[src/logic/dcache_pkg.sv]
package dcache_pkg;

	// address and data widths
	localparam int ADDR_W = 32;
	localparam int WORD_W = 32;

	// byte within a word
	localparam int BYTE_OFF_W = 2;

	// word within a line, 16 words per line
	localparam int OFFSET_W = 4;

	localparam int LINE_WORDS = 2 ** OFFSET_W;
	localparam int WORD_BYTES = WORD_W / 8;

	// one data word
	typedef logic [WORD_W-1:0] word_t;

	// one enable per byte lane
	typedef logic [WORD_BYTES-1:0] be_t;

	// word index inside a line, also the burst beat counter
	typedef logic [OFFSET_W-1:0] offset_t;

	// controller states
	// a miss walks WB_ADDR/WB_DATA (dirty victim only), then RF_ADDR/RF_DATA,
	// then REPLAY performs the original access as a hit
	typedef enum logic [2:0] {
		ST_IDLE,
		ST_RESP,
		ST_WB_ADDR,
		ST_WB_DATA,
		ST_RF_ADDR,
		ST_RF_DATA,
		ST_REPLAY
	} ctrl_state_e;

endpackage

[src/logic/dcache_ctrl.sv]
`timescale 1ns/100ps

module dcache_ctrl #(
	parameter int INDEX_W = 6,
	localparam int TAG_W = dcache_pkg::ADDR_W - INDEX_W - dcache_pkg::OFFSET_W
		- dcache_pkg::BYTE_OFF_W
) (
	input  logic                          clk,
	input  logic                          rst_n,
	// CPU side
	input  logic                          cpu_req,
	input  logic                          cpu_we,
	input  logic [dcache_pkg::ADDR_W-1:0] cpu_addr,
	input  dcache_pkg::be_t               cpu_be,
	input  dcache_pkg::word_t             cpu_wdata,
	output logic                          cpu_ready,
	output logic                          cpu_resp,
	output dcache_pkg::word_t             cpu_rdata,
	// memory bus
	output logic [dcache_pkg::ADDR_W-1:0] mem_araddr,
	output logic                          mem_arvalid,
	input  logic                          mem_arready,
	input  logic                          mem_rvalid,
	input  dcache_pkg::word_t             mem_rdata,
	input  logic                          mem_rlast,
	output logic [dcache_pkg::ADDR_W-1:0] mem_awaddr,
	output logic                          mem_awvalid,
	input  logic                          mem_awready,
	output logic                          mem_wvalid,
	input  logic                          mem_wready,
	output dcache_pkg::word_t             mem_wdata,
	output logic                          mem_wlast,
	// tag array
	output logic [INDEX_W-1:0]            lookup_index,
	output logic [TAG_W-1:0]              lookup_tag,
	input  logic [1:0]                    hit,
	input  logic                          victim_way,
	input  logic [TAG_W-1:0]              victim_tag,
	input  logic                          victim_dirty,
	output logic                          touch,
	output logic                          touch_way,
	output logic                          set_dirty,
	output logic                          fill,
	output logic                          fill_way,
	// data array
	output logic                          dat_rd_way,
	output logic                          dat_wr_way,
	output logic [INDEX_W-1:0]            dat_index,
	output dcache_pkg::offset_t           dat_offset,
	output logic                          dat_we,
	output dcache_pkg::be_t               dat_be,
	output dcache_pkg::word_t             dat_wdata,
	input  dcache_pkg::word_t             dat_rdata
);

	import dcache_pkg::*;

	localparam int LINE_LSB = OFFSET_W + BYTE_OFF_W;
	localparam offset_t LAST_BEAT = '1;

	ctrl_state_e state;
	offset_t cnt;

	// captured request
	logic [ADDR_W-1:0] req_addr;
	logic req_we;
	be_t req_be;
	word_t req_wdata;

	// way to refill and the tag it held before
	logic vic_way;
	logic [TAG_W-1:0] wb_tag;

	logic [ADDR_W-1:0] cur_addr;
	logic [INDEX_W-1:0] req_index;
	logic burst;

	// write beats accepted since the write address handshake
	offset_t wb_beats;

	// idle looks up the incoming address, every other state the captured one
	assign cur_addr = (state == ST_IDLE) ? cpu_addr : req_addr;
	assign req_index = req_addr[LINE_LSB +: INDEX_W];

	assign lookup_index = cur_addr[LINE_LSB +: INDEX_W];
	assign lookup_tag   = cur_addr[ADDR_W-1 -: TAG_W];
	assign dat_index    = cur_addr[LINE_LSB +: INDEX_W];

	assign burst      = (state == ST_WB_DATA) || (state == ST_RF_DATA);
	assign dat_offset = burst ? cnt : cur_addr[BYTE_OFF_W +: OFFSET_W];
	assign dat_rd_way = (state == ST_WB_DATA) ? vic_way : hit[1];
	assign fill_way   = vic_way;

	assign cpu_ready = (state == ST_IDLE);
	assign cpu_resp  = (state == ST_RESP);
	assign cpu_rdata = dat_rdata;

	// bursts are line aligned
	assign mem_araddr  = {req_addr[ADDR_W-1:LINE_LSB], {LINE_LSB{1'b0}}};
	assign mem_awaddr  = {wb_tag, req_index, {LINE_LSB{1'b0}}};
	assign mem_arvalid = (state == ST_RF_ADDR);
	assign mem_awvalid = (state == ST_WB_ADDR);
	assign mem_wvalid  = (state == ST_WB_DATA);
	assign mem_wlast   = mem_wvalid && (cnt == LAST_BEAT);
	assign mem_wdata   = dat_rdata;

	always_comb
	begin
		touch      = 1'b0;
		touch_way  = hit[1];
		set_dirty  = 1'b0;
		fill       = 1'b0;
		dat_we     = 1'b0;
		dat_wr_way = hit[1];
		dat_be     = cpu_be;
		dat_wdata  = cpu_wdata;
		case (state)
			ST_IDLE:
			begin
				// hit completes here, store merges in place
				if (cpu_req && (hit != 2'b00))
				begin
					touch     = 1'b1;
					set_dirty = cpu_we;
					dat_we    = cpu_we;
				end
			end
			ST_RF_DATA:
			begin
				if (mem_rvalid)
				begin
					dat_we     = 1'b1;
					dat_wr_way = vic_way;
					dat_be     = '1;
					dat_wdata  = mem_rdata;
					// tag goes valid with the last word
					fill       = mem_rlast;
				end
			end
			ST_REPLAY:
			begin
				touch     = 1'b1;
				set_dirty = req_we;
				dat_we    = req_we;
				dat_be    = req_be;
				dat_wdata = req_wdata;
			end
			default:
			begin
			end
		endcase
	end

	always_ff @(posedge clk)
	begin
		if (cpu_req && (state == ST_IDLE))
		begin
			req_addr  <= cpu_addr;
			req_we    <= cpu_we;
			req_be    <= cpu_be;
			req_wdata <= cpu_wdata;
			vic_way   <= victim_way;
			wb_tag    <= victim_tag;
		end
	end

	always_ff @(posedge clk)
	begin
		if (!rst_n)
		begin
			state <= ST_IDLE;
			cnt   <= '0;
		end
		else
		begin
			case (state)
				ST_IDLE:
				begin
					cnt <= '0;
					if (cpu_req)
					begin
						if (hit != 2'b00)
							state <= ST_RESP;
						else if (victim_dirty)
							state <= ST_WB_ADDR;
						else
							state <= ST_RF_ADDR;
					end
				end
				ST_RESP:
					state <= ST_IDLE;
				ST_WB_ADDR:
				begin
					if (mem_awready)
						state <= ST_WB_DATA;
				end
				ST_WB_DATA:
				begin
					if (mem_wready)
					begin
						cnt <= cnt + 1'b1;
						if (cnt == LAST_BEAT)
							state <= ST_RF_ADDR;
					end
				end
				ST_RF_ADDR:
				begin
					if (mem_arready)
						state <= ST_RF_DATA;
				end
				ST_RF_DATA:
				begin
					if (mem_rvalid)
					begin
						cnt <= cnt + 1'b1;
						if (mem_rlast)
							state <= ST_REPLAY;
					end
				end
				ST_REPLAY:
					state <= ST_RESP;
				default:
					state <= ST_IDLE;
			endcase
		end
	end

	always_ff @(posedge clk)
	begin
		if (!rst_n)
			wb_beats <= '0;
		else if (mem_awvalid && mem_awready)
			wb_beats <= '0;
		else if (mem_wvalid && mem_wready)
			wb_beats <= wb_beats + 1'b1;
	end

	// CPU side must respect the stall
	a_req_ready: assert property (@(posedge clk) disable iff (!rst_n) cpu_req |-> cpu_ready);

	// address phases hold until accepted
	a_ar_hold: assert property (@(posedge clk) disable iff (!rst_n)
		mem_arvalid && !mem_arready |=> mem_arvalid && $stable(mem_araddr));
	a_aw_hold: assert property (@(posedge clk) disable iff (!rst_n)
		mem_awvalid && !mem_awready |=> mem_awvalid && $stable(mem_awaddr));

	// wlast marks the 16th beat and no other
	a_wlast_beat: assert property (@(posedge clk) disable iff (!rst_n)
		mem_wvalid |-> (mem_wlast == (wb_beats == LAST_BEAT)));

endmodule

[config.mk]
export PLATFORM = sky130hd
export DESIGN_NAME = dcache_ctrl
export DESIGN_NICKNAME = d
export VERILOG_FILES = /design/src/logic/dcache_pkg.sv /design/src/logic/dcache_ctrl.sv
export SDC_FILE = /design/constraint.sdc
export NUM_CORES = 1
export LEC_CHECK = 0
export BUFFER_PORTS_ARGS = -buffer_cell sky130_fd_sc_hd__clkbuf_2
export CAP_MARGIN = 20
export CORE_AREA = 8 8 142 144
export DETAILED_ROUTE_END_ITERATION = 7
export DIE_AREA = 0 0 150 152
export HOLD_SLACK_MARGIN = 0.06
export PLACE_DENSITY = 0.68
export SYNTH_ARGS = -nofsm -noshare
export SYNTH_HDL_FRONTEND = slang
export SYNTH_SLANG_ARGS = --single-unit
[constraint.sdc]
create_clock -name clk -period 4.2 [get_ports clk]
set_input_delay 0 -clock clk [delete_from_list [all_inputs] [get_ports clk]]
set_output_delay 0 -clock clk [all_outputs]
set_load 0.1 [all_outputs]
=== After elaboration in Yosys (flattened, before gate mapping) ===
Cells that the tools add are included.

* Bits in registers: 97
* Latch bits: 0
* Memory bits (writable): 0
* Bits in read-only memories: 0
* Input bits: 165
* Output and inout bits: 214
* Logic and storage cells: 62
* Memories kept: 0

* $add $sub $neg: 1
* $mul: 0
* Divide/modulo/power cells: 0
* $lt $le $gt $ge: 0
* Equal/unequal tests: 14
* Shift operators: 0
* Multiplexer cells: 30
* Bitwise operators: 0
* Reduce and logical (&&, ||, !) cells: 9

{| class="wikitable"
|+ Operator list
! cell !! count
|-
| $mux W32 || 2
|-
| $pmux W32 S2 || 1
|-
| $mux W3 || 9
|-
| $pmux W3 S6 || 1
|-
| $mux W4 || 4
|-
| $pmux W4 S3 || 1
|-
| $eq A3 B3 Y1 const B || 3
|-
| $mux W1 || 8
|-
| $ne A2 B1 Y1 const B || 4
|-
| $pmux W4 S2 || 1
|-
| $reduce_and A7 Y1 || 1
|-
| $eq A3 B2 Y1 const B || 2
|-
| $ne A2 B2 Y1 const B || 3
|-
| $add A4 B1 Y4 const B || 1
|-
| $eq A4 B4 Y1 const B || 1
|-
| $pmux W1 S2 || 2
|-
| $eq A3 B1 Y1 const B || 1
|-
| $logic_and A1 B1 Y1 || 3
|-
| $logic_not A3 Y1 || 1
|-
| $pmux W1 S3 || 1
|-
| $reduce_and A3 Y1 || 1
|-
| $reduce_bool A3 Y1 || 1
|-
| $reduce_bool A2 Y1 || 1
|-
| $logic_or A1 B1 Y1 || 1
|}

=== Longest topological paths before layout ===
Gate-level depths: netlist (run 1).

* Depth in word-level cells: 4
* Mapped depth: 7
* Gate-level depth less buffers: 5

=== Worst setup path after synthesis (run 1) ===
No wires, ideal clock.

* Path type: register to register
* Start: register state[2]
* End: register vic_way (netlist: fill_way) (enable)
* Setup time: 457 ps
* Data arrival time: 3182 ps
* Required time: 3743 ps
* Slack: 561 ps
* Cell stages (with the launch flop): 6
* Buffers on the path: 2
* Period minus slack after synthesis: 3639 ps
* Path through: dfxtp_1 > buf_2 > or3_4 > inv_2 > buf_2 > and2_1

* Word-level cells in the longest chain between the ends: 2

{| class="wikitable"
|+ Ends and longest elaborated chain
! what !! line !! text
|-
| start, declared || dcache_ctrl.sv:61 || <nowiki>ctrl_state_e state;</nowiki>
|-
| start signal, assigned || dcache_ctrl.sv:171 || <nowiki>state <= ST_IDLE;</nowiki>
|-
| start signal, assigned || dcache_ctrl.sv:183 || <nowiki>state <= ST_RESP;</nowiki>
|-
| start signal, assigned || dcache_ctrl.sv:185 || <nowiki>state <= ST_WB_ADDR;</nowiki>
|-
| $logic_not A3 Y1 || dcache_ctrl.sv:156 || <nowiki>if (cpu_req && (state == ST_IDLE))</nowiki>
|-
| $logic_and A1 B1 Y1 || dcache_ctrl.sv:156 ||
|-
| end signal, assigned || dcache_ctrl.sv:162 || <nowiki>vic_way <= victim_way;</nowiki>
|-
| end, declared || dcache_ctrl.sv:71 || <nowiki>logic vic_way;</nowiki>
|}

No other way between the ends.
A chain may end at the register's enable or synchronous reset.

=== Worst setup path after layout (run 1) ===
* Start: register state[1]
* End: output dat_we

* Word-level cells in the longest chain between the ends: 2
* Elaborated cells on any way between the ends: 4
* Those cells by class: eq/ne: 2; mux: 1; reduce/logical: 1

{| class="wikitable"
|+ Ends and longest elaborated chain
! what !! line !! text
|-
| $eq A3 B3 Y1 or $logic_not A3 Y1 (tied branches) || dcache_ctrl.sv:117 || <nowiki>case (state)</nowiki>
|-
| $pmux W1 S3 (*) || dcache_ctrl.sv:117 ||
|-
| end, declared || dcache_ctrl.sv:50 || <nowiki>output logic dat_we,</nowiki>
|}

Mark *: on every way between the ends. The rest lies on a longest branch, timed or not.

==> results of run 1 <==
-- layout make-up --
cell class	instances	area [um2]	area share (%)
Tap cell	229	286.5	3.674
Inverter	36	135.1	1.733
Clock buffer	9	225.2	2.888
Timing Repair Buffer	394	2923	37.48
Antenna cell	2	5.005	0.06417
Sequential cell	95	2783	35.68
Clock inverter	7	86.33	1.107
Multi-Input combinational cell	225	1355	17.38
-- where the power goes --
group / switching, mW / internal (mW) / total, mW
combinational: 1.82 / 0.353 / 2.17
clock: 0.386 / 0.475 / 0.861
sequential: 0.0555 / 1.16 / 1.21
-- through the flow --
stage               instance area, um2  util (%)  instances  setup slack, ns
finish                            7799     43.86        997            1.041
detailed placement                5951     33.47        858            1.337
CTS                               7794     43.84        995           0.9541
global route                      7799     43.86        997           0.8188
global placement                  5951     33.47        858            1.369
floorplan                         5270         -        497           0.5611
-- flip-flops by register name, summed over array words and instances, names as in the netlist --
signal     cells
req_wdata     32
req_be         4
req_addr      30
wb_tag        20
req_we         1
cnt            4
fill_way       1
state          3
-- logic make-up (layout without fill, tap and decap cells) --
kind of cell / Yosys count / in the layout / share of synthesized area, %
AO/OA/AOI/OAI: 63 / 63 / 10.51
XOR/XNOR: 1 / 1 / 0.1675
adder cells (fa/ha/maj): 1 / 1 / 0.2393
buffers and inverters: 177 / 446 / 21.90
flip-flops: 95 / 95 / 53.22
multiplexers: 9 / 9 / 1.795
other: 1 / 14 / 0.07172
AND/OR/NAND/NOR: 139 / 139 / 12.11
-- worst max-delay path, stage by stage (launching register included) --
cell and delay [ns]:
dfxtp_1 0.87, nor2b_1 0.32, and2_2 0.75, a22o_1 0.30, or2_1 0.11, clkbuf_2 0.46
-- routing by layer --
layer / GRT usage [%] / wire, um
met5: 0 / 0
met4: 6.286 / 402
met3: 3.475 / 1548
met2: 27.49 / 9591
met1: 16.41 / 6595
-- Yosys cell counts, types with 5 or more instances --
master / number / share of area, %
a222oi_1: 32 / 6.1
buf_2: 21 / 2.0
buf_4: 115 / 17
dfxtp_1: 7 / 2.7
edfxtp_1: 88 / 51
inv_1: 34 / 2.4
mux2i_1: 6 / 1.1
nand2_1: 94 / 6.7
nor2_1: 10 / 0.72
nor2b_1: 5 / 0.60
-- path summary, 6_finish.rpt --
kind | from | endpoint | slack (ns) | depth (start not counted)
max | state[1] | dat_we | 1.04 | 5
min | victim_dirty | state[1] | 0.09 | 4
max reg2reg | state[2] | req_be[1] | 1.60 | 4
min reg2reg | cnt[2] | cnt[2] | 0.57 | 2
-- what timing repair did --
| item | CTS | global route |
|---|---|---|
| hold buffers | 121 | 0 |
| endpoints found under the hold margin | 159 | 0 |
| endpoints found under the setup margin | 0 | 0 |
==> qor.yml, run 1 <==
run_status: "finished, final reports clean"
slew_violations: 0
antenna_found_initial: 2
hp-class: "input pin to register"
final_common_cell: "clkbuf_2"
place.gp.congestion: 0.7767
avgRoutedWirePerCell_um: 18.19
first_pass_iters: 6
dr_total_vias: 4561
end_kind: "output pin"
vias_per_cell: 4.575
post-cts-setup-buffers: 0
core-area_um2: 17780
fmax_ghz: 0.3166
clock_sinks: 95
drc: 0
fin_setup_tns_ns: 0
synth_warnings: 0
clock_path_buffers: 2
finalPower_mw: 4.242
grt_max_degree: 53
grt_pass1_vias: 4676
syn2layout_area_growth_pct: 49.15
die-area_um2: 22800
rsz0062_at_grt: "false"
ctsResizeCount: 0
ys_ff_latch: 95
final_cell_mix: "clkbuf_2 (268), nand2_1 (94), dlygate4sd3_1 (89)"
crit_path_start_kind: "register"
hpwl_mm: 11.93
synth_area_um2: 5229
clkTransAtPathRegs_ns: 0.07
initialDrtViolationCount: 478
leakage_nw: 3.667
n_fill_cell: 1631
maxSlewHeadroom_pct: 39.77
io_pins: 379
finalWirelength_mm: 18.14
cap_violations: 0
yosysUniqueCellTypes: 48
fp.dieH_um: 152
synth-async-reset-ratio_pct: 0
io_buffers: 268
final_antenna_net_count: 0
finClkSkew_ns: 0.008602
grt_pass1_wl_mm: 27.28
drive_gt1_share_pct: 43.08
required_ns: 4.20
path_class: "register to output pin"
post-route-period-util_pct: 75.21
clock_latency_ns: 0.35
setup_viol: 0
syn_inst: 486
start_util_pct: 29.41
seq_area_frac_synth_pct: 53.22
clockRootBuffer: "clkbuf_16"
grt-ovfl-total: 0
hold_violations: 0
whs_ns: 0.08766
cts_max_level: 3
cts_buffers: 9
synth-edff-count: 88
die_x_um: 150
worst_slew_pin_slew_ns: 0.9022
worstPathMaxFanout: 42
post-route-min-period_ns: 3.159
rows: 49
synth_top_flop_cell: "edfxtp_1"
pwr_density_cell_nw_per_um2: 544.0
layout.nets: 927
avgSynthCellArea_um2: 10.76
vdd_ir_drop_max_mv: 0.5002
grt_usage_pct: 15.14
cts_tree: "yes"
cp.arrival_ns: 3.16
(Power assumes the default switching activity.)
==> run 2, diff against run 1 <==
--- a/config.mk
+++ b/config.mk
@@ -5,11 +5,12 @@
 export SDC_FILE = /design/constraint.sdc
 export NUM_CORES = 1
 export LEC_CHECK = 0
+export ABC_AREA = 1
 export BUFFER_PORTS_ARGS = -buffer_cell sky130_fd_sc_hd__clkbuf_2
 export CAP_MARGIN = 20
-export CORE_AREA = 8 8 142 144
+export CORE_AREA = 8 8 144 146
 export DETAILED_ROUTE_END_ITERATION = 7
-export DIE_AREA = 0 0 150 152
+export DIE_AREA = 0 0 152 154
 export HOLD_SLACK_MARGIN = 0.06
 export PLACE_DENSITY = 0.68
 export SYNTH_ARGS = -nofsm -noshare
==> constraint.sdc (replaced) <==
create_clock -name clk -period 3.25 [get_ports clk]
set_input_delay 0 -clock clk [delete_from_list [all_inputs] [get_ports clk]]
set_output_delay 0 -clock clk [all_outputs]
set_load 0.1 [all_outputs]
==> qor.yml, run 2 <==
hold_path_end: "state[1]"
synth-async-reset-ratio_pct: 0
drc: 0
finClkSkew_ns: 0.01627
largest_reg_flops: 32
start_util_pct: 29.34
grt_pass1_vias: 5355
maxSlewHeadroom_pct: 48.35
antenna_cells: 0
first_pass_iters: 4
grt-ovfl-total: 0
setup_viol: 0
top_register: "req_wdata"
final_cell_mix: "clkbuf_2 (265), nand2_1 (145), dlygate4sd3_1 (89)"
synth_area_um2: 5414
avgSynthCellArea_um2: 10.04
avgRoutedWirePerCell_um: 17.56
synth.largest_area_cell: "edfxtp_1"
fmax_ghz: 0.3545
place.gp.congestion: 0.8073
r2r-end: "req_addr[8]"
die-area_um2: 23410
layout.nets: 988
path_class: "register to output pin"
clock_latency_ns: 0.36
seq_area_frac_synth_pct: 51.40
final-instance-count-excl-fill: 1061
syn2layout_area_growth_pct: 48.65
top_layer: "met5"
cts_max_level: 3
antenna_found_initial: 2
fin_setup_tns_ns: 0
dr_total_vias: 4802
clockRootBuffer: "clkbuf_16"
place_inst: 924
r2r_setup_slack_ns: 1.28
routed-wl-met3_mm: 1.601
yosys-top-cells-count: "nand2_1 (145), buf_4 (119), edfxtp_1 (88)"
r2r-start: "state[2]"
whs_ns: 0.1102
clock_path_buffers: 2
hp-class: "input pin to register"
grt_usage_pct: 15.63
post-route-min-period_ns: 2.821
initialDrtViolationCount: 179
crit_path_start_kind: "register"
cp.arrival_ns: 2.82
required_ns: 3.25
io_pins: 379
wl_met2_mm: 9.585
synth.most_common_cell: "nand2_1"
post-route-period-util_pct: 86.80
clkTransAtPathRegs_ns: 0.07
grt_max_degree: 44
drive_gt1_share_pct: 45.47
synth_top_flop_cell: "edfxtp_1"
ys_ff_latch: 95
worstPathMaxFanout: 34
clock_sinks: 95
cap_violations: 0
synth_area_leaders: "edfxtp_1 (49%), buf_4 (17%), nand2_1 (10%)"
r2r_cells: 4
hpwl_mm: 12.24
grt_pass1_wl_mm: 29.09
yosysUniqueCellTypes: 30
finalWirelength_mm: 18.63
final_common_cell: "clkbuf_2"
slew_violations: 0
syn_inst: 539
synth-edff-count: 88
placed_area_um2: 6218
cts_tree: "yes"
io_buffers: 268
synth_warnings: 0
cts_buffers: 9
worstHoldStart: "victim_dirty"
core-area_um2: 18460
end_kind: "output pin"
final_antenna_net_count: 0
die_x_um: 152
m1WireLength_mm: 6.909
run_status: "finished, final reports clean"
fp.dieH_um: 154
rows: 50
hold_violations: 0
vias_per_cell: 4.526
worst_slew_pin_slew_ns: 0.7748
rsz0062_at_grt: "false"
min_path_cells: 7
synth_top_area_share_pct: 48.81
finalInstanceArea_um2: 8048
largestRegisters: "req_wdata x32, req_addr x30, wb_tag x20"
[run 2: critical path: stages, from the launching register on]
cell      delay, ns
dfxtp_1        0.64
inv_2          0.13
nand3_4        0.12
inv_4          0.17
o21ai_4        0.18
buf_4          0.44
nand2_1        0.15
nand3_1        0.14
clkbuf_2       0.47
[run 2: metal layers]
| layer | up-vias | track usage, % |
|---|---|---|
| li1 | 2270 | - |
| met1 | 2226 | 15.93 |
| met2 | 263 | 27.79 |
| met3 | 39 | 6.614 |
| met4 | 4 | 6.521 |
| met5 | - | 0 |
[run 2: layout make-up]
cell class                      instances  area, um2
Timing Repair Buffer                  398       3010
Clock buffer                            9      225.2
Multi-Input combinational cell        296       1572
Inverter                               22      92.59
Sequential cell                        95       2783
Tap cell                              234      292.8
Clock inverter                          7      72.57
Fill cell                            1688      10410
[run 2: per-stage QoR]
step / worst slack [ns] / utilization (%)
3_5_place_dp: 0.8388 / 33.69
5_1_grt: 0.2433 / 43.61
2_1_floorplan: 0.05853 / -
6_report: 0.4289 / 43.61
3_3_place_gp: 0.8799 / 33.69
4_1_cts: 0.4393 / 43.61
[run 2: worst max-delay path by stage]
stage	from	endpoint	slack, ns	cells after the start
3_5_place_dp	state[1]	dat_wdata[27]	0.84	8
2_1_floorplan	fill_way	dat_rd_way	0.06	2
4_1_cts	state[1]	dat_wdata[27]	0.44	8
3_3_place_gp	state[2]	dat_wdata[27]	0.88	7
6_report	state[1]	dat_wdata[7]	0.43	8
5_1_grt	state[1]	dat_wdata[7]	0.24	8
[run 2: cells by family (layout without fill, tap and decap cells)]
family                   after synthesis  in the layout  synth area share (%)
XOR/XNOR                               1              1                0.1618
other                                  1             12               0.06927
flip-flops                            95             95                 51.40
AND/OR/NAND/NOR                      232            232                 18.63
AO/OA/AOI/OAI                         50             50                 9.036
adder cells (fa/ha/maj)                1              1                0.2311
buffers and inverters                159            436                 20.48
[run 2: repair_timing]
item,CTS,global route
hold buffers,121,0
setup buffers,0,0
gates resized for setup,0,0
hold endpoints to repair,159,0
Power of run 2 is not shown: default switching activity piles up to over one toggle a cycle in this logic, so the estimate is an artifact.
==> run 3, diff against run 2 <==
--- a/config.mk
+++ b/config.mk
@@ -8,9 +8,9 @@
 export ABC_AREA = 1
 export BUFFER_PORTS_ARGS = -buffer_cell sky130_fd_sc_hd__clkbuf_2
 export CAP_MARGIN = 20
-export CORE_AREA = 8 8 144 146
+export CORE_AREA = 8 8 130 162
 export DETAILED_ROUTE_END_ITERATION = 7
-export DIE_AREA = 0 0 152 154
+export DIE_AREA = 0 0 138 170
 export HOLD_SLACK_MARGIN = 0.06
 export PLACE_DENSITY = 0.68
 export SYNTH_ARGS = -nofsm -noshare
==> qor.yml, run 3 (synthesis results as in run 2) <==
final_cell_mix: "clkbuf_2 (268), nand2_1 (145), dlygate4sd3_1 (89)"
clockRootBuffer: "clkbuf_16"
cp_common_cell: "inv_4"
grt_usage_pct: 15.50
largestRegisters: "req_wdata x32, req_addr x30, wb_tag x20"
r2r-start: "state[2]"
maxSlewHeadroom_pct: 61.21
cap_violations: 0
layout.nets: 985
cts_tree: "yes"
hold_violations: 0
r2r_setup_slack_ns: 1.37
first_pass_iters: 5
final-instance-count-excl-fill: 1055
cp.arrival_ns: 2.78
cp_slowest_cell: "dfxtp_1"
finClkSkew_ns: 0.01406
path_class: "register to output pin"
slew_violations: 0
place.gp.congestion: 0.7886
rows: 56
finalWirelength_mm: 18.56
initialDrtViolationCount: 155
use_met3_pct: 6.301
setup_viol: 0
clkTransAtPathRegs_ns: 0.07
final_antenna_net_count: 0
largest_reg_flops: 32
path_cells: "inv_4 > nand3_4 > inv_4 > o21ai_4 > buf_4 > a22oi_2 > nand2_1 > clkbuf_2"
grt-ovfl-total: 0
worstPathMaxFanout: 37
r2r_cells: 4
clock_latency_ns: 0.35
worstHoldStart: "cpu_req"
avgRoutedWirePerCell_um: 17.59
top_register: "req_wdata"
path_delay_family: "buffers and inverters"
antenna_cells: 0
core-area_um2: 18500
end_kind: "output pin"
clock_sinks: 95
crit_path_start_kind: "register"
cts_max_level: 3
min_path_cells: 3
required_ns: 3.25
ctsResizeCount: 0
cp_slowest_stage_delay_ns: 0.62
place_inst: 919
busiest_layer: "met2"
hold_path_end: "req_we"
die-area_um2: 23460
use_met1_pct: 16.03
fin_ws_ns: 0.4711
grt_max_degree: 54
fin_setup_tns_ns: 0
pre_cts_ws_ns: 0.7906
syn2layout_area_growth_pct: 46.89
cts_buffers: 9
start_util_pct: 29.27
fp.dieH_um: 170
rsz0062_at_grt: "false"
r2r-end: "req_wdata[19]"
cp.buffers_inverters: 4
final_common_cell: "clkbuf_2"
die_x_um: 138
hpwl_mm: 12.85
fmax_ghz: 0.3599
met2_usage_pct: 27.54
post-route-period-util_pct: 85.50
drc: 0
io_pins: 379
clock_path_buffers: 2
post-route-min-period_ns: 2.779
grt_pass1_wl_mm: 29.10
hp-class: "input pin to register"
io_buffers: 268
worst_slew_pin_slew_ns: 0.5819
antenna_found_initial: 1
dr_total_vias: 4713
n_fill_cell: 1718
run_status: "finished, final reports clean"
vias_per_cell: 4.467
drive_gt1_share_pct: 45.20
grt_pass1_vias: 5194
[run 3: cell types whose count changed in the layout (fill, tap and decap cells not counted)]
cell	before	now
buf_12	37	33
inv_6	1	5
clkbuf_2	265	268
inv_8	3	0
buf_4	7	5
clkinv_2	1	0
clkinv_4	1	0
[run 3: final cells by class]
cell class              count  area [um2]  share of cell area [%]
inverters                  22       92.59                   1.164
well taps                 232       290.3                   3.650
flip-flops and latches     95        2783                   34.99
clock buffers               9       225.2                   2.832
repair buffers            395        2930                   36.85
clock inverters             6       60.06                  0.7552
multi-input cells         296        1572                   19.76
[run 3: tightest hold or removal path, stage by stage]
cell	delay (ns)
clkbuf_2	0.08
inv_1	0.11
nor2_4	0.09
[run 3: routing by layer]
metal  share of wire [%]  routed length [um]  vias to the layer above
li1                    -                   -                     2262
met1                  37                6892                     2161
met2                  51                9525                      266
met3                 9.2                1708                       22
met4                 2.3                 422                        2
met5               0.070                  13                        -
[run 3: metrics by stage]
stage | hold WS (ns) | instance area [um2] | util [%]
global route | 0.1330 | 7953 | 42.99
floorplan | 0.09887 | 5463 | -
CTS | 0.09672 | 7953 | 42.99
detailed placement | 0.001051 | 6136 | 33.17
finish | 0.1048 | 7953 | 42.99
global placement | 0.001051 | 6136 | 33.17
[run 3: what timing repair did]
item,CTS,global route
hold buffers,121,0
setup endpoints to repair,0,0
hold endpoints to repair,159,0
buffers inserted,0,0
[run 3: how the worst max path moves through the flow]
stage,start,endpoint,slack (ns),cells after the start
after floorplan,fill_way,dat_rd_way,0.06,2
after global placement,state[0],dat_wdata[8],0.81,8
after detailed placement,state[0],dat_wdata[8],0.79,8
after CTS,state[0],dat_wdata[8],0.40,8
final,state[0],dat_wdata[8],0.47,8
after global routing,state[0],dat_wdata[12],0.26,8
Power of run 3 is left out for the same reason.
